**src/design/l15_adapter_pkg.sv**
```systemverilog
/*
 * widths, encodings and packed structs of the L1.5 adapter,
 * plus the 64-bit byte-swap used for the endian conversion
 */
`default_nettype none

package l15_adapter_pkg;

  ////////////////////////////////////////
  // widths and queue depths
  ////////////////////////////////////////

  localparam int PADDR_W         = 40;
  localparam int TID_W           = 2;
  localparam int WAY_W           = 2;
  localparam int REQ_FIFO_DEPTH  = 2;
  localparam int RTRN_FIFO_DEPTH = 2;

  // transaction sizes, 4 bytes for nc ifetch, full line otherwise
  localparam logic [2:0] SIZE_4B   = 3'b010;
  localparam logic [2:0] SIZE_LINE = 3'b111;

  // outgoing request types
  localparam logic [4:0] RQ_LOAD  = 5'b00000;
  localparam logic [4:0] RQ_IMISS = 5'b10000;
  localparam logic [4:0] RQ_STORE = 5'b00001;

  // return types, anything else is dropped by the decoder
  localparam logic [3:0] RET_LOAD   = 4'b0000;
  localparam logic [3:0] RET_IFILL  = 4'b0001;
  localparam logic [3:0] RET_ST_ACK = 4'b0100;

  ////////////////////////////////////////
  // cache side
  ////////////////////////////////////////

  typedef struct packed {
    logic               nc;
    logic [TID_W-1:0]   tid;
    logic [WAY_W-1:0]   way;
    logic [PADDR_W-1:0] paddr;
  } icache_req_t;

  typedef enum logic {DCACHE_LOAD_REQ, DCACHE_STORE_REQ} dcache_rtype_e;

  typedef struct packed {
    dcache_rtype_e      rtype;
    logic               nc;
    logic [2:0]         size;
    logic [TID_W-1:0]   tid;
    logic [WAY_W-1:0]   way;
    logic [PADDR_W-1:0] paddr;
    // little endian, as seen by the core
    logic [63:0]        data;
  } dcache_req_t;

  typedef enum logic {DCACHE_LOAD_ACK, DCACHE_STORE_ACK} dcache_rtrn_kind_e;

  typedef struct packed {
    dcache_rtrn_kind_e kind;
    logic [TID_W-1:0]  tid;
    logic [127:0]      data;
  } dcache_rtrn_t;

  typedef struct packed {
    logic [TID_W-1:0] tid;
    logic [255:0]     data;
  } icache_rtrn_t;

  ////////////////////////////////////////
  // L1.5 side
  ////////////////////////////////////////

  typedef struct packed {
    logic               val;
    logic [4:0]         rqtype;
    logic               nc;
    logic [2:0]         size;
    logic [TID_W-1:0]   threadid;
    logic [WAY_W-1:0]   l1rplway;
    logic [PADDR_W-1:0] address;
    logic [63:0]        data;
    // accepts a return packet
    logic               req_ack;
  } l15_req_t;

  // data words are big endian
  typedef struct packed {
    logic [3:0]       returntype;
    logic [TID_W-1:0] threadid;
    logic [63:0]      data_0;
    logic [63:0]      data_1;
    logic [63:0]      data_2;
    logic [63:0]      data_3;
  } l15_rtrn_data_t;

  typedef struct packed {
    logic           val;
    // accepts a request packet
    logic           ack;
    l15_rtrn_data_t pkt;
  } l15_rtrn_t;

  // reverse the byte order of one 64-bit word
  function automatic logic [63:0] swap_bytes64(input logic [63:0] word);
    logic [63:0] res;
    for (int i = 0; i < 8; i++) begin
      res[8*i +: 8] = word[8*(7-i) +: 8];
    end
    return res;
  endfunction

endpackage

`default_nettype wire

```
**src/design/l15_fifo.sv**
```systemverilog
/*
 * first-word-fall-through queue, payload given as a type parameter
 */
`default_nettype none

module l15_fifo #(
  parameter type payload_t = logic,
  parameter int  DEPTH     = 2
) (
  input  wire logic     clk_i,
  input  wire logic     rst_i,
  input  wire logic     push_i,
  input  wire payload_t data_i,
  input  wire logic     pop_i,
  output payload_t      data_o,
  output logic          full_o,
  output logic          empty_o
);

  localparam int PTR_W = $clog2(DEPTH);
  localparam int CNT_W = $clog2(DEPTH + 1);

  payload_t         mem_q [DEPTH];
  logic [PTR_W-1:0] wr_ptr_q, rd_ptr_q;
  logic [CNT_W-1:0] cnt_q, cnt_d;
  logic             full_q, empty_q;
  logic             do_push, do_pop;

  // overflow and underflow are ignored
  assign do_push = push_i & ~full_q;
  assign do_pop  = pop_i & ~empty_q;

  // occupancy after this cycle
  always_comb begin
    cnt_d = cnt_q;
    if (do_push && !do_pop) begin
      cnt_d = cnt_q + CNT_W'(1);
    end else if (do_pop && !do_push) begin
      cnt_d = cnt_q - CNT_W'(1);
    end
  end

  always_ff @(posedge clk_i) begin
    if (rst_i) begin
      wr_ptr_q <= '0;
      rd_ptr_q <= '0;
      cnt_q    <= '0;
      full_q   <= 1'b0;
      empty_q  <= 1'b1;
    end else begin
      // pointers wrap at DEPTH, which need not be a power of two
      if (do_push) begin
        wr_ptr_q <= (wr_ptr_q == PTR_W'(DEPTH - 1)) ? '0 : wr_ptr_q + PTR_W'(1);
      end
      if (do_pop) begin
        rd_ptr_q <= (rd_ptr_q == PTR_W'(DEPTH - 1)) ? '0 : rd_ptr_q + PTR_W'(1);
      end
      cnt_q   <= cnt_d;
      full_q  <= (cnt_d == CNT_W'(DEPTH));
      empty_q <= (cnt_d == '0);
    end
  end

  // storage
  always_ff @(posedge clk_i) begin
    if (do_push) begin
      mem_q[wr_ptr_q] <= data_i;
    end
  end

  // head is visible without a pop
  assign data_o  = mem_q[rd_ptr_q];
  assign full_o  = full_q;
  assign empty_o = empty_q;

endmodule

`default_nettype wire

```
**src/design/l15_rr_arbiter.sv**
```systemverilog
/*
 * two-way round-robin arbiter, grant held until acknowledge
 */
`default_nettype none

module l15_rr_arbiter (
  input  wire logic       clk_i,
  input  wire logic       rst_i,
  input  wire logic [1:0] req_i,
  input  wire logic       ack_i,
  output logic            gnt_idx_o,
  output logic [1:0]      gnt_o
);

  // prio_q names the requester that wins a tie
  logic prio_q;
  // lock_q holds the grant on lock_idx_q while the L1.5 stalls
  logic lock_q;
  logic lock_idx_q;
  logic idx;
  logic gnt_vld;

  ////////////////////////////////////////
  // grant selection
  ////////////////////////////////////////

  always_comb begin
    if (lock_q) begin
      idx = lock_idx_q;
    end else if (&req_i) begin
      idx = prio_q;
    end else begin
      // single or no requester
      idx = req_i[1];
    end
    gnt_vld = req_i[idx];
  end

  assign gnt_idx_o = idx;
  // pop strobe, one-hot and only on ack
  assign gnt_o = (gnt_vld && ack_i) ? (2'b01 << idx) : 2'b00;

  ////////////////////////////////////////
  // priority and lock state
  ////////////////////////////////////////

  always_ff @(posedge clk_i) begin
    if (rst_i) begin
      prio_q     <= 1'b0;
      lock_q     <= 1'b0;
      lock_idx_q <= 1'b0;
    end else if (gnt_vld) begin
      if (ack_i) begin
        // served, hand the tie to the other side
        lock_q <= 1'b0;
        prio_q <= ~idx;
      end else begin
        // stalled, keep the packet stable
        lock_q     <= 1'b1;
        lock_idx_q <= idx;
      end
    end
  end

endmodule

`default_nettype wire

```
**src/design/l15_req_encoder.sv**
```systemverilog
/*
 * builds the outgoing L1.5 request from the granted queue head
 */
`default_nettype none

module l15_req_encoder (
  input  wire logic                        any_req_i,
  input  wire logic                        gnt_idx_i,
  input  wire l15_adapter_pkg::icache_req_t icache_data_i,
  input  wire l15_adapter_pkg::dcache_req_t dcache_data_i,
  output l15_adapter_pkg::l15_req_t         l15_req_o
);

  always_comb begin
    // unused fields stay zero, req_ack is filled in by the return path
    l15_req_o     = '0;
    l15_req_o.val = any_req_i;

    if (gnt_idx_i) begin
      ////////////////////////////////////////
      // data cache
      ////////////////////////////////////////
      if (dcache_data_i.rtype == l15_adapter_pkg::DCACHE_STORE_REQ) begin
        l15_req_o.rqtype = l15_adapter_pkg::RQ_STORE;
      end else begin
        l15_req_o.rqtype = l15_adapter_pkg::RQ_LOAD;
      end
      l15_req_o.nc       = dcache_data_i.nc;
      // size comes straight from the cache
      l15_req_o.size     = dcache_data_i.size;
      l15_req_o.threadid = dcache_data_i.tid;
      l15_req_o.l1rplway = dcache_data_i.way;
      l15_req_o.address  = dcache_data_i.paddr;
      // core is little endian, L1.5 is big endian
      l15_req_o.data     = l15_adapter_pkg::swap_bytes64(dcache_data_i.data);
    end else begin
      ////////////////////////////////////////
      // instruction cache
      ////////////////////////////////////////
      l15_req_o.rqtype   = l15_adapter_pkg::RQ_IMISS;
      l15_req_o.nc       = icache_data_i.nc;
      // nc fetches go to I/O space and return a single word
      if (icache_data_i.nc) begin
        l15_req_o.size = l15_adapter_pkg::SIZE_4B;
      end else begin
        l15_req_o.size = l15_adapter_pkg::SIZE_LINE;
      end
      l15_req_o.threadid = icache_data_i.tid;
      l15_req_o.l1rplway = icache_data_i.way;
      l15_req_o.address  = icache_data_i.paddr;
    end
  end

endmodule

`default_nettype wire

```
**src/design/l15_rtrn_decoder.sv**
```systemverilog
/*
 * decodes the head of the return queue into icache or dcache returns
 */
`default_nettype none

module l15_rtrn_decoder (
  input  wire logic                           valid_i,
  input  wire l15_adapter_pkg::l15_rtrn_data_t pkt_i,
  output logic                                icache_rtrn_vld_o,
  output l15_adapter_pkg::icache_rtrn_t        icache_rtrn_o,
  output logic                                dcache_rtrn_vld_o,
  output l15_adapter_pkg::dcache_rtrn_t        dcache_rtrn_o
);

  ////////////////////////////////////////
  // return type
  ////////////////////////////////////////

  always_comb begin
    icache_rtrn_vld_o  = 1'b0;
    dcache_rtrn_vld_o  = 1'b0;
    dcache_rtrn_o.kind = l15_adapter_pkg::DCACHE_LOAD_ACK;
    if (valid_i) begin
      case (pkt_i.returntype)
        l15_adapter_pkg::RET_LOAD: begin
          dcache_rtrn_vld_o = 1'b1;
        end
        l15_adapter_pkg::RET_ST_ACK: begin
          dcache_rtrn_o.kind = l15_adapter_pkg::DCACHE_STORE_ACK;
          dcache_rtrn_vld_o  = 1'b1;
        end
        l15_adapter_pkg::RET_IFILL: begin
          icache_rtrn_vld_o = 1'b1;
        end
        // unsupported types are consumed silently
        default: begin
        end
      endcase
    end
  end

  ////////////////////////////////////////
  // payload, big to little endian
  ////////////////////////////////////////

  // thread id doubles as transaction id
  assign dcache_rtrn_o.tid = pkt_i.threadid;
  assign icache_rtrn_o.tid = pkt_i.threadid;

  // dcache sees the lower 128 bits only
  assign dcache_rtrn_o.data = {
    l15_adapter_pkg::swap_bytes64(pkt_i.data_1),
    l15_adapter_pkg::swap_bytes64(pkt_i.data_0)
  };

  // full line for the icache
  assign icache_rtrn_o.data = {
    l15_adapter_pkg::swap_bytes64(pkt_i.data_3),
    l15_adapter_pkg::swap_bytes64(pkt_i.data_2),
    l15_adapter_pkg::swap_bytes64(pkt_i.data_1),
    l15_adapter_pkg::swap_bytes64(pkt_i.data_0)
  };

endmodule

`default_nettype wire

```
**src/design/l15_adapter.sv**
```systemverilog
/*
 * L1.5 adapter top, request queues with round-robin arbitration
 * toward the L1.5 and a return queue decoded back to the caches
 */
`default_nettype none

module l15_adapter (
  input  wire logic                          clk_i,
  input  wire logic                          rst_i,
  // instruction cache
  input  wire logic                          icache_req_i,
  input  wire l15_adapter_pkg::icache_req_t  icache_data_i,
  output logic                               icache_ack_o,
  // data cache
  input  wire logic                          dcache_req_i,
  input  wire l15_adapter_pkg::dcache_req_t  dcache_data_i,
  output logic                               dcache_ack_o,
  // returns, taken by the caches at once
  output logic                               icache_rtrn_vld_o,
  output l15_adapter_pkg::icache_rtrn_t      icache_rtrn_o,
  output logic                               dcache_rtrn_vld_o,
  output l15_adapter_pkg::dcache_rtrn_t      dcache_rtrn_o,
  // L1.5
  output l15_adapter_pkg::l15_req_t          l15_req_o,
  input  wire l15_adapter_pkg::l15_rtrn_t    l15_rtrn_i
);

  l15_adapter_pkg::icache_req_t    icache_head;
  l15_adapter_pkg::dcache_req_t    dcache_head;
  l15_adapter_pkg::l15_req_t       enc_req;
  l15_adapter_pkg::l15_rtrn_data_t rtrn_head;
  logic       icache_full, icache_empty;
  logic       dcache_full, dcache_empty;
  logic       rtrn_full, rtrn_empty;
  logic       rtrn_ack;
  logic [1:0] arb_req, arb_pop;
  logic       arb_idx;

  ////////////////////////////////////////
  // request path
  ////////////////////////////////////////

  assign icache_ack_o = icache_req_i & ~icache_full;
  assign dcache_ack_o = dcache_req_i & ~dcache_full;

  l15_fifo #(
    .payload_t (l15_adapter_pkg::icache_req_t),
    .DEPTH     (l15_adapter_pkg::REQ_FIFO_DEPTH)
  ) u_icache_fifo (
    .clk_i   (clk_i),
    .rst_i   (rst_i),
    .push_i  (icache_ack_o),
    .data_i  (icache_data_i),
    .pop_i   (arb_pop[0]),
    .data_o  (icache_head),
    .full_o  (icache_full),
    .empty_o (icache_empty)
  );

  l15_fifo #(
    .payload_t (l15_adapter_pkg::dcache_req_t),
    .DEPTH     (l15_adapter_pkg::REQ_FIFO_DEPTH)
  ) u_dcache_fifo (
    .clk_i   (clk_i),
    .rst_i   (rst_i),
    .push_i  (dcache_ack_o),
    .data_i  (dcache_data_i),
    .pop_i   (arb_pop[1]),
    .data_o  (dcache_head),
    .full_o  (dcache_full),
    .empty_o (dcache_empty)
  );

  // bit 0 icache, bit 1 dcache
  assign arb_req = {~dcache_empty, ~icache_empty};

  l15_rr_arbiter u_arbiter (
    .clk_i     (clk_i),
    .rst_i     (rst_i),
    .req_i     (arb_req),
    .ack_i     (l15_rtrn_i.ack),
    .gnt_idx_o (arb_idx),
    .gnt_o     (arb_pop)
  );

  l15_req_encoder u_encoder (
    .any_req_i     (|arb_req),
    .gnt_idx_i     (arb_idx),
    .icache_data_i (icache_head),
    .dcache_data_i (dcache_head),
    .l15_req_o     (enc_req)
  );

  always_comb begin
    l15_req_o         = enc_req;
    l15_req_o.req_ack = rtrn_ack;
  end

  ////////////////////////////////////////
  // return path
  ////////////////////////////////////////

  // queue drains every cycle, so this never drops
  assign rtrn_ack = l15_rtrn_i.val & ~rtrn_full;

  l15_fifo #(
    .payload_t (l15_adapter_pkg::l15_rtrn_data_t),
    .DEPTH     (l15_adapter_pkg::RTRN_FIFO_DEPTH)
  ) u_rtrn_fifo (
    .clk_i   (clk_i),
    .rst_i   (rst_i),
    .push_i  (rtrn_ack),
    .data_i  (l15_rtrn_i.pkt),
    .pop_i   (~rtrn_empty),
    .data_o  (rtrn_head),
    .full_o  (rtrn_full),
    .empty_o (rtrn_empty)
  );

  l15_rtrn_decoder u_decoder (
    .valid_i           (~rtrn_empty),
    .pkt_i             (rtrn_head),
    .icache_rtrn_vld_o (icache_rtrn_vld_o),
    .icache_rtrn_o     (icache_rtrn_o),
    .dcache_rtrn_vld_o (dcache_rtrn_vld_o),
    .dcache_rtrn_o     (dcache_rtrn_o)
  );

endmodule

`default_nettype wire

```
**config.mk**
```make
export PLATFORM = sky130hd
export DESIGN_NAME = l15_adapter
export DESIGN_NICKNAME = d
export VERILOG_FILES = /design/src/design/l15_adapter_pkg.sv /design/src/design/l15_fifo.sv /design/src/design/l15_rr_arbiter.sv /design/src/design/l15_req_encoder.sv /design/src/design/l15_rtrn_decoder.sv /design/src/design/l15_adapter.sv
export SDC_FILE = /design/constraint.sdc
export NUM_CORES = 1
export LEC_CHECK = 0
export BUFFER_PORTS_ARGS = -buffer_cell sky130_fd_sc_hd__buf_2
export CAP_MARGIN = 20
export CELL_PAD_IN_SITES_DETAIL_PLACEMENT = 0
export CELL_PAD_IN_SITES_GLOBAL_PLACEMENT = 2
export CORE_AREA = 4 4 362 364
export DETAILED_ROUTE_END_ITERATION = 10
export DIE_AREA = 0 0 366 368
export PLACE_DENSITY = 0.59
export SYNTH_ARGS = -nofsm -noshare
export SYNTH_HDL_FRONTEND = slang
export SYNTH_HIERARCHICAL = 1
export SYNTH_SLANG_ARGS = --single-unit
export TNS_END_PERCENT = 50
```
**constraint.sdc**
```tcl
create_clock -name clk_i -period 32.2 [get_ports clk_i]
set_input_delay 0 -clock clk_i [delete_from_list [all_inputs] [get_ports clk_i]]
set_output_delay 0 -clock clk_i [all_outputs]
set_load 0.02 [all_outputs]
```
After elaboration in Yosys (flattened, before gate mapping)
Memory sizes are Yosys's and may differ from the RTL's. A register that Yosys moved wholly into a read port is not among the register bits.
Index checks and enable logic that the tools add are counted.
{ "totals": {"ram_bits": 840, "n_memories": 3, "register_bits": 21, "out_inout_bits": 512} }
{ "memory_table": {"columns": ["name", "words", "word_bits", "read_ports", "rd_ports_with_merged_regs", "wr", "line_no", "text"], "rows": [
  ["u_rtrn_fifo.mem_q", 2, 262, 1, 1, 1, "l15_fifo.sv:23", "payload_t mem_q [DEPTH];"],
  ["u_dcache_fifo.mem_q", 2, 113, 1, 1, 1, "l15_fifo.sv:23", null],
  ["u_icache_fifo.mem_q", 2, 45, 1, 1, 1, "l15_fifo.sv:23", null]
]} }
{ "classes": {"n_mux": 40, "shifts": 1, "reduce_logical": 21, "magnitude_cmp": 1, "add_sub_neg": 12, "bitwise_logic": 16, "eq_ne": 5} }
{ "op_table": {"columns": ["operator", "n"], "rows": [
  ["64-bit two-way mux", 1],
  ["53-bit two-way mux", 1],
  ["1-bit two-way mux", 30],
  ["2-bit two-way mux", 7],
  ["1-bit AND", 8],
  ["1-bit inverter", 8],
  ["1-bit logical AND", 7],
  ["1-bit adder (second input constant)", 6],
  ["2-bit by 1-bit adder with 2-bit output (second input constant)", 3],
  ["2-bit equality test (second input constant)", 3],
  ["2-bit zero test", 3],
  ["2-bit AND reduction", 3],
  ["2-bit by 1-bit subtractor with 2-bit output (second input constant)", 3],
  ["1-bit zero test", 5],
  ["4-bit by 1-bit equality test with 1-bit output (second input constant)", 1],
  ["4-bit by 3-bit equality test with 1-bit output (second input constant)", 1],
  ["4-bit zero test", 1],
  ["2-bit OR reduction", 2],
  ["3-bit two-way mux", 1],
  ["1-bit by 2-bit < comparator with 1-bit output (second input constant)", 1],
  ["1-bit by 1-bit left shift with 2-bit output (first input constant)", 1]
]} }

Depth between registers and ports, before layout
Gate-level depths: netlist (run 1).
{ "logic_depth": {"ltp_word": 13, "mapped_depth": 8, "mapped_depth_nobuf": 8} }

Cells and area by module
The synthesis (run 1) kept the hierarchy.
{ "by_module_without_submodules": {"columns": ["mod", "seq_area_each_um2", "instances", "cells_per_inst", "area_per_inst_um2"], "rows": [
  ["l15_fifo (u_rtrn_fifo)", 15875.2, 1, 851, 19158.4],
  ["l15_fifo (u_dcache_fifo)", 6926.6, 1, 388, 8468.1],
  ["l15_fifo (u_icache_fifo)", 2842.7, 1, 176, 3562.2],
  ["l15_rtrn_decoder", 0.0, 1, 392, 2952.8],
  ["l15_req_encoder", 0.0, 1, 135, 1322.5],
  ["l15_rr_arbiter", 60.1, 1, 26, 192.7],
  ["l15_adapter", 0.0, 1, 8, 63.8]
]} }

Worst setup path before layout (run 1)
Ideal clock, no wire load.
{ "synth_path": {"kind": "register to register", "startpoint": "register u_rtrn_fifo.full_q, in the netlist u_rtrn_fifo/full_o", "endpoint": "memory u_rtrn_fifo/mem_q[0][0] (netlist bit), enable pin", "path_buffers": 0, "slack_ns": 19.908, "arrival_time_ns": 11.402, "path_stages_with_launch": 4, "cell_sequence": "dfxtp_1 -> nor2b_4 -> nand2b_2 -> nor2_1"} }
{ "synth_between": {"elab_chain_cells": 5} }
{ "synth_lines": {"columns": ["element", "line_no", "text"], "rows": [
  ["start: declaration", "l15_fifo.sv:26", "logic full_q, empty_q;"],
  ["start signal: assignment", "l15_fifo.sv:59", "full_q <= (cnt_d == CNT_W'(DEPTH));"],
  ["1-bit inverter", "l15_adapter.sv:104", "assign rtrn_ack = l15_rtrn_i.val & ~rtrn_full;"],
  ["1-bit AND", "l15_adapter.sv:104", null],
  ["via rtrn_ack", "l15_adapter.sv:35", "logic rtrn_ack;"],
  ["1-bit AND", "l15_fifo.sv:30", "assign do_push = push_i & ~full_q;"],
  ["1-bit two-way mux", "l15_fifo.sv:66", "if (do_push) begin"],
  ["1-bit two-way mux (implied by the code)", "l15_fifo.sv:67", "mem_q[wr_ptr_q] <= data_i;"],
  ["end: declaration", "l15_fifo.sv:23", null]
]} }
The timed path passes the listed nets, and every way through them passes these cells.

Worst setup path in the final report (run 1)
{ "layout_path": {"startpoint": "register u_rtrn_fifo.full_q, in the netlist u_rtrn_fifo/full_o", "endpoint": "memory u_rtrn_fifo/mem_q[1][179] (netlist bit), enable pin"} }
{ "layout_between": {"elab_chain_cells": 5} }
{ "layout_lines": {"columns": ["element", "line_no"], "rows": [
  ["1-bit inverter (*)", "l15_fifo.sv:30, l15_adapter.sv:104"],
  ["1-bit AND", "l15_adapter.sv:104"],
  ["1-bit AND (*)", "l15_fifo.sv:30"],
  ["1-bit two-way mux (*)", "l15_fifo.sv:66"],
  ["1-bit two-way mux (implied by the code) (*)", "l15_fifo.sv:67"]
]} }
Mark *: on every way between the ends. The rest lies on a longest branch, timed or not.

==> flow_summary.ini, run 1 <==
[run_status]
status = completed

[drt]
vias_per_cell = 4.18
wl_per_cell_um = 21.6
antenna_left = 0
route.detailed.drc = 0
totalWireLength_um = 107000
first_pass_iters = 4
vias = 20700
drtIter0Drc = 1033

[logic_synthesis]
ys.warnings.count = 6
synthesis.area_mm2 = 0.0357
syn_inst = 1975
synth.avg_cell_area_um2 = 18.1

[worst_setup_path]
crit_slowest_cell = buf_4
startpoint_type = flop
crit_top_cell = buf_4
cp.required_ns = 32.48
crit_path_cell_trace = nor2b_4, and2b_1, and2_4, buf_4, buf_4, buf_4
crit_type = flop to flop
arrival_ns = 5.01
critPathMaxStageDelay_ns = 0.90
endpoint_kind = flop
cp_max_fo = 70

[clock_network]
path_clk_slew_ns = 0.06
clk_latency_ns = 0.68
cts_buffer_depth = 3
cts_setup_buffers = 0
clk_root_buffer_cell = clkbuf_16
cts_tree = built
htreeDepth = 3
clock_sinks = 864
cts_made_buffers = 95

[power]
fin_total_pwr_w = 0.00357
power_density_mw_per_mm2 = 73.5
power.leakage_nw = 18.4
peakVddDrop_mv = 0.0495

[floorplanning]
die-area_mm2 = 0.135
initial_core_util_pct = 28.0
num_rows = 131
core_mm2 = 0.127
boundaryPins = 938
die_h_um = 368
dieWidth_um = 366

[timing]
report.final.slew_viol_count = 0
fin_crit_ns = 4.72
setup_tns_ns = 0
fmaxAchievable_mhz = 212
setup_violations = 0
rsz0062_at_grt = false
worst_pin_slew_ns = 1.17
fin_skew_ns = 0.0345
max_slew_margin_pct = 22.0
hold_viol = 0
post-route-period-util_pct = 14.7

[grt]
first_global_vias = 22400
antenna_found_initial = 37
grt-ovfl-total = 0
grt_max_degree = 147
grt_use_total_pct = 15.4
grt_pass1_wl_um = 153000

[finish]
syn2layout_area_growth_pct = 36.2
multi_input_area_mm2 = 0.00667
drive_above_1_share_pct = 47.8
regArea_mm2 = 0.0257
nNetsFinal = 3632
fillCellCount = 12000

[placed_design]
dpl.hpwl_um = 77500
io_buffer_count = 934
finalWeightedCongestion = 0.816

[worst_hold_path]
hold_path.class = input pin to flop

[run]
cap_violations = 0
## registers in the layout, indices dropped and copies added (netlist names), 2 cells and up, named ones only
signal               count
u_dcache_fifo/mem_q    226
u_icache_fifo/cnt_q      2
u_rtrn_fifo/mem_q      524
u_dcache_fifo/cnt_q      2
u_icache_fifo/mem_q     90
u_rtrn_fifo/cnt_q        2
## cell usage in the layout (no fill, tap or decap), types with 3 or more instances in the layout
cell / instances
diode_2: 12
nand2_1: 7
and3_1: 4
clkinv_2: 14
clkbuf_1: 24
xnor2_1: 12
and3_2: 3
clkbuf_16: 98
buf_4: 17
and2_1: 66
mux2_4: 45
nor3_1: 15
bufinv_16: 6
clkinv_1: 19
nand2b_2: 3
a21o_1: 3
or3b_1: 3
edfxtp_1: 840
dlygate4sd3_1: 633
mux2_2: 420
or2b_1: 3
conb_1: 3
nor2_1: 20
inv_1: 4
buf_2: 934
and2b_1: 3
nor2b_4: 6
nor2_4: 3
a21oi_1: 6
nor3b_1: 3
o21ai_0: 6
a211o_1: 3
dfxtp_1: 21
## critical path, delay by kind of cell, from the launching register on
kind,cells,cell delay (ns)
buffers and inverters,3,2.59
AND/OR/NAND/NOR,3,1.19
flip-flops,1,0.34
## through the flow
stage	setup WS, ns	cells	area [um2]	hold slack [ns]	utilization [%]
after floorplan	19.91	1977	35700	0.0691	-
after global placement	27.55	4138	39300	0.187	30.9
after detailed placement	27.41	4138	39300	0.191	30.9
after CTS	27.42	4938	48600	0.0000878	38.2
after global routing	27.13	4947	48600	0.00943	38.2
final	27.48	4951	48600	0.0779	38.2
## repair_timing
item / in CTS / in global routing
hold buffers: 632 / 1
gates resized for setup: 0 / 0
endpoints found under the hold margin: 864 / 2
## power by group
group          switching, W  internal, W
Clock              0.000432     0.000604
Combinational      0.000665     0.000379
Sequential        0.0000486      0.00144
Total               0.00115      0.00243
## path summary, 6_finish.rpt
check                           slack [ns]                             endpoint  cells after the start                                 from
worst max-delay path                 27.48  u_rtrn_fifo/mem_q[1][179]$_DFFE_PP_                      6        u_rtrn_fifo/full_o$_SDFF_PP0_
worst min-delay path                  0.08    u_rtrn_fifo/mem_q[1][6]$_DFFE_PP_                      2                        l15_rtrn_i[6]
worst max register to register       27.48  u_rtrn_fifo/mem_q[1][179]$_DFFE_PP_                      6        u_rtrn_fifo/full_o$_SDFF_PP0_
worst min register to register        0.52                                 flop                      2  u_dcache_fifo/rd_ptr_q$_SDFFE_PP0P_
## layer usage
layer / share of wire [%] / track usage [%] / vias up
li1: - / - / 9460
met4: 2.1 / 3.56 / 2
met1: 40 / 18.2 / 10300
met5: 0.0065 / 0 / -
met2: 48 / 25.9 / 806
met3: 9.8 / 6.74 / 155
## layout make-up
type / instances / area share (%)
diodes: 12 / 0.0617
clock inverters: 46 / 0.872
inverters: 4 / 0.0309
repair buffers: 1585 / 22.9
multi-input cells: 656 / 13.7
clock buffers: 122 / 5.23
well taps: 1662 / 4.28
flip-flops and latches: 864 / 52.9
Power figures use the tool's default switching activity.
==> run 2: changes to the inputs <==
--- a/config.mk
+++ b/config.mk
@@ -9,10 +9,10 @@
 export CAP_MARGIN = 20
 export CELL_PAD_IN_SITES_DETAIL_PLACEMENT = 0
 export CELL_PAD_IN_SITES_GLOBAL_PLACEMENT = 2
-export CORE_AREA = 4 4 362 364
+export CORE_AREA = 4 4 361 363
 export DETAILED_ROUTE_END_ITERATION = 10
-export DIE_AREA = 0 0 366 368
-export PLACE_DENSITY = 0.59
+export DIE_AREA = 0 0 365 367
+export PLACE_DENSITY = 0.6
 export SYNTH_ARGS = -nofsm -noshare
 export SYNTH_HDL_FRONTEND = slang
 export SYNTH_HIERARCHICAL = 1
==> constraint.sdc (replaced) <==
create_clock -name clk_i -period 4.65 [get_ports clk_i]
set_input_delay 0 -clock clk_i [delete_from_list [all_inputs] [get_ports clk_i]]
set_output_delay 0 -clock clk_i [all_outputs]
set_load 0.02 [all_outputs]
==> run 2 against run 1 <==
Utilization rose by 0.20 points. Sequential share of layout area fell by 0.14 points. Largest cell class unchanged. Power rose to 7.0 times the previous value. First-iteration DRC count rose by 29%. Worst setup slack got worse by 26 ns. Clock power rose to 7.2 times the previous value.
==> flow_summary.ini, run 2 (synthesis gave the netlist of run 1 again) <==
[timing]
max_slew_margin_pct = 29.9
worst_pin_slew_ns = 1.05
fmaxAchievable_mhz = 315
fin_skew_ns = 0.0166
setup_tns_ns = 0
fin_crit_ns = 3.17
report.final.slew_viol_count = 0
setup_violations = 0
rsz0062_at_grt = false
post-route-period-util_pct = 68.2
hold_viol = 0

[floorplanning]
num_rows = 131
dieWidth_um = 365
die-area_mm2 = 0.134
initial_core_util_pct = 28.1
core_mm2 = 0.127
boundaryPins = 938
die_h_um = 367

[finish]
syn2layout_area_growth_pct = 36.5
largest_reg_flops = 524
drive_above_1_share_pct = 48.6
top_register = u_rtrn_fifo/mem_q
top_regs = u_rtrn_fifo/mem_q: 524 flops, u_dcache_fifo/mem_q: 226 flops, u_icache_fifo/mem_q: 90 flops
nNetsFinal = 3616
post-route-util_pct = 38.4
final_cell_mix = 934 x buf_2, 840 x edfxtp_1, 607 x dlygate4sd3_1, 420 x mux2_2, 98 x clkbuf_16
final_common_cell = buf_2

[worst_setup_path]
arrival_ns = 3.17
endpoint_kind = output port
critPathMaxStageDelay_ns = 0.84
startpoint_type = flop
crit_path_cell_trace = inv_1, nor2b_1, o21ai_4, buf_12, mux2_4, buf_2
cp.required_ns = 4.65
crit_slowest_cell = o21ai_4
crit_type = flop to output port
cp_max_fo = 72

[grt]
grt-ovfl-total = 0
antenna_found_initial = 35
grt_max_degree = 97
grt_use_total_pct = 15.5
first_global_vias = 22300
grt_pass1_wl_um = 151000

[clock_network]
cts_made_buffers = 98
path_clk_slew_ns = 0.06
clk_root_buffer_cell = clkbuf_16
cts_tree = built
htreeDepth = 3
clock_sinks = 864
cts_buffer_depth = 3
clk_latency_ns = 0.69
cts_resized = 0

[drt]
wl_per_cell_um = 21.9
vias_per_cell = 4.19
vias = 20800
route.detailed.drc = 0
antenna_left = 0
totalWireLength_um = 108000
drtIter0Drc = 1335
first_pass_iters = 5

[power]
power.leakage_nw = 18.4
peakVddDrop_mv = 0.405
power_density_mw_per_mm2 = 514
fin_total_pwr_w = 0.0251

[run_status]
status = completed

[placed_design]
io_buffer_count = 934
finalWeightedCongestion = 0.792
dpl.hpwl_um = 80100

[run]
cap_violations = 0

[worst_hold_path]
hold_path.class = input pin to flop
## run 2: changes by cell type in the layout (fill, tap and decap cells not counted), moves of 3 or more
| cell | before | now |
|---|---|---|
| clkbuf_1 | 24 | 13 |
| clkinv_8 | 0 | 5 |
| diode_2 | 12 | 21 |
| buf_12 | 1 | 12 |
| clkinv_1 | 19 | 27 |
| clkinv_2 | 14 | 18 |
| dlygate4sd3_1 | 633 | 607 |
| buf_4 | 17 | 13 |
| bufinv_16 | 6 | 9 |
## run 2: worst max-delay path, delay by kind of cell (launching register included)
kind            cells  cell delay, ns
compound gates      1            0.84
buf+inv             3            0.63
flops               1            0.42
mux                 1            0.34
simple gates        1            0.20
## run 2: area by class of cell
type,instances,area (um2)
Antenna cell,21,52.6
Clock buffer,111,2500
Clock inverter,68,639
Fill cell,12000,78300
Inverter,4,15.0
Multi-Input combinational cell,656,6670
Sequential cell,864,25700
Tap cell,1662,2080
Timing Repair Buffer,1566,11100
## run 2: where the power goes
| part | switching (W) | internal, W |
|---|---|---|
| clock | 0.00311 | 0.00437 |
| combinational | 0.00459 | 0.00269 |
| sequential | 0.000339 | 0.00998 |
| total | 0.00804 | 0.0170 |
## run 2: repair_timing
| action | 4_1_cts | 5_1_grt |
|---|---|---|
| hold buffers | 607 | 0 |
| endpoints found under the setup margin | 0 | 0 |
| setup buffers | 0 | 0 |
| hold endpoints to repair | 899 | 0 |
## run 2: worst paths after layout
check / startpoint / endpoint / slack, ns / depth (start not counted)
hold reg to reg: u_dcache_fifo/rd_ptr_q$_SDFFE_PP0P_ / flop / 0.51 / 2
setup / recovery: u_icache_fifo/empty_o$_SDFF_PP1_ / l15_req_o[102] / 1.48 / 6
setup reg to reg: u_rtrn_fifo/full_o$_SDFF_PP0_ / u_rtrn_fifo/mem_q[0][219]$_DFFE_PP_ / 2.23 / 4
hold / removal: l15_rtrn_i[245] / u_rtrn_fifo/mem_q[1][245]$_DFFE_PP_ / 0.07 / 2
## run 2: layer usage
metal / vias to the layer above / part of all wire (%) / GRT usage, %
met4: 8 / 2.7 / 5.09
met2: 838 / 48 / 26.1
met3: 162 / 9.7 / 5.67
met5: - / 0.042 / 0
met1: 10300 / 40 / 18.4
li1: 9460 / - / -
## run 2: stage by stage
stage | instance area, um2 | setup slack (ns) | std cells | hold WS, ns
5_1_grt | 48800 | 1.25 | 4947 | 0.0187
2_1_floorplan | 35700 | -1.28 | 1977 | 0.0617
3_5_place_dp | 39500 | 2.14 | 4145 | 0.191
3_3_place_gp | 39500 | 2.20 | 4145 | 0.189
6_report | 48800 | 1.48 | 4952 | 0.0697
4_1_cts | 48700 | 1.35 | 4931 | 0.0000104
==> run 3: changes to the inputs <==
--- a/config.mk
+++ b/config.mk
@@ -9,10 +9,10 @@
 export CAP_MARGIN = 20
 export CELL_PAD_IN_SITES_DETAIL_PLACEMENT = 0
 export CELL_PAD_IN_SITES_GLOBAL_PLACEMENT = 2
-export CORE_AREA = 4 4 361 363
+export CORE_AREA = 4 4 360 362
 export DETAILED_ROUTE_END_ITERATION = 10
-export DIE_AREA = 0 0 365 367
-export PLACE_DENSITY = 0.6
+export DIE_AREA = 0 0 364 366
+export PLACE_DENSITY = 0.62
 export SYNTH_ARGS = -nofsm -noshare
 export SYNTH_HDL_FRONTEND = slang
 export SYNTH_HIERARCHICAL = 1
==> constraint.sdc (replaced) <==
create_clock -name clk_i -period 2.9 [get_ports clk_i]
set_input_delay 0 -clock clk_i [delete_from_list [all_inputs] [get_ports clk_i]]
set_output_delay 0 -clock clk_i [all_outputs]
set_load 0.02 [all_outputs]
==> run 3 against run 2 <==
Sequential share of layout area is 0.44 points lower. Power up 61%. Clock power up 60%. Combinational power grew 65%. Register-to-register slack got worse by 1.3 ns. Sequential power up 60%. Non-clock buffer count is 29 higher. Utilization increased by 0.42 points. First-iteration DRC count is 17% lower. Critical path type unchanged.
==> flow_summary.ini, run 3 (synthesis gave the netlist of run 1 again) <==
[finish]
top_register = u_rtrn_fifo/mem_q
top_regs = u_rtrn_fifo/mem_q: 524 flops, u_dcache_fifo/mem_q: 226 flops, u_icache_fifo/mem_q: 90 flops
final_cell_mix = 934 x buf_2, 840 x edfxtp_1, 614 x dlygate4sd3_1, 420 x mux2_2, 98 x clkbuf_16
stdcell_count = 4964
syn2layout_area_growth_pct = 37.7
multi_input_area_mm2 = 0.00667
largest_reg_flops = 524
nNetsFinal = 3645
final_area_mm2 = 0.0492
fillCellCount = 11900
regArea_mm2 = 0.0257
drive_above_1_share_pct = 48.9
final_common_cell = buf_2
post-route-util_pct = 38.8

[timing]
fmaxAchievable_mhz = 374
post-route-period-util_pct = 92.1
report.final.slew_viol_count = 0
fin_skew_ns = 0.0244
worst_pin_slew_ns = 0.701
rsz0062_at_grt = false
hold_viol = 0
max_slew_margin_pct = 53.2
fin_crit_ns = 2.67
fin_ws_ns = 0.228
setup_violations = 0

[worst_setup_path]
cp_max_fo = 8
reg2reg_to = u_dcache_fifo/full_o$_SDFF_PP0_
startpoint_type = flop
rr_worst_depth = 8
arrival_ns = 2.67
endpoint_kind = output port
crit_type = flop to output port
worstReg2RegStart = u_icache_fifo/empty_o$_SDFF_PP1_
r2r_setup_slack_ns = 0.96
cp.required_ns = 2.90

[grt]
grt_pass1_wl_um = 154000
grt-ovfl-total = 0
grt_max_degree = 74
antenna_found_initial = 11
grt_use_total_pct = 15.7
first_global_vias = 22500

[placed_design]
dpl.cell_count = 4167
io_buffer_count = 934
place_ws_ns = 0.904
finalWeightedCongestion = 0.811
dpl.hpwl_um = 80300
dpl_cell_area_mm2 = 0.0399

[clock_network]
cts_made_buffers = 98
cts_tree = built
clk_latency_ns = 0.68
cts_setup_buffers = 0
cts_buffer_depth = 3
htreeDepth = 3
cts_hold_buffers = 614
cts_resized = 0
clk_root_buffer_cell = clkbuf_16
clock_sinks = 864
path_clk_slew_ns = 0.06

[floorplanning]
num_rows = 131
die-area_mm2 = 0.133
die_h_um = 366
initial_core_util_pct = 28.2
dieWidth_um = 364
core_mm2 = 0.127
boundaryPins = 938

[power]
p_switching_w = 0.0130
peakVddDrop_mv = 0.592
swShare_pct = 32.1
clock_power_share_pct = 29.7
power.leakage_nw = 18.6
power_density_mw_per_mm2 = 823
pwr-share-comb_pct = 29.5
share_seq_of_total_power_pct = 40.7
p_int_w = 0.0275

[drt]
first_pass_iters = 5
totalWireLength_um = 108000
route.detailed.drc = 0
vias = 20700
drtIter0Drc = 1112
antenna_left = 0
wl_per_cell_um = 21.8
vias_per_cell = 4.17

[run_status]
status = completed

[worst_hold_path]
hold_path.class = input pin to flop
min_to = u_rtrn_fifo/mem_q[1][260]$_DFFE_PP_
hp-start = l15_rtrn_i[260]
whs_path_depth = 2

[run]
cap_violations = 0
run 3: how the worst max path moves through the flow:
stage,endpoint,depth (start not counted),from,slack [ns]
6_report,l15_req_o[77],6,u_icache_fifo/empty_o$_SDFF_PP1_,0.23
5_1_grt,l15_req_o[77],6,u_icache_fifo/empty_o$_SDFF_PP1_,0.04
4_1_cts,l15_req_o[77],6,u_icache_fifo/empty_o$_SDFF_PP1_,0.11
3_5_place_dp,l15_req_o[77],6,u_icache_fifo/empty_o$_SDFF_PP1_,0.90
3_3_place_gp,l15_req_o[73],6,u_icache_fifo/empty_o$_SDFF_PP1_,0.95
2_1_floorplan,u_rtrn_fifo/mem_q[0][0]$_DFFE_PP_,3,u_rtrn_fifo/full_o$_SDFF_PP0_,-1.94
run 3: layout make-up:
class | count | share of cell area (%)
flip-flops and latches | 864 | 52.3
repair buffers | 1595 | 23.5
multi-input cells | 656 | 13.6
well taps | 1662 | 4.23
clock inverters | 55 | 1.19
inverters | 4 | 0.0305
clock buffers | 123 | 5.18
diodes | 5 | 0.0254
run 3: routing by layer:
layer	GRT usage [%]	up-vias	wire (um)
met5	0	-	0
met4	4.27	0	2230
met3	5.42	121	9470
met2	26.8	764	52600
met1	18.9	10300	43800
li1	-	9497	-
run 3: power groups by stage:
stage	Clock (W)	Combinational [W]	Sequential, W
5_1_grt	0.0130	0.0127	0.0167
3_3_place_gp	0	0.0114	0.0167
6_report	0.0120	0.0120	0.0165
4_1_cts	0.0124	0.0122	0.0165
2_1_floorplan	0	0.00908	0.0168
3_5_place_dp	0	0.0114	0.0168
run 3: per-stage QoR:
stage	power (W)	TNS, ns	hold slack, ns
finish	0.0405	0	0.0703
global route	0.0423	0	0.0211
global placement	0.0281	0	0.188
detailed placement	0.0282	0	0.191
floorplan	0.0258	-760.96	0.0617
CTS	0.0411	0	0.0000129
run 3: worst max-delay path: stages, from the launching register on:
cell,delay (ns)
dfxtp_1,0.40
inv_1,0.13
nor2b_1,0.19
o21ai_4,0.47
buf_4,0.31
mux2_4,0.32
buf_2,0.16
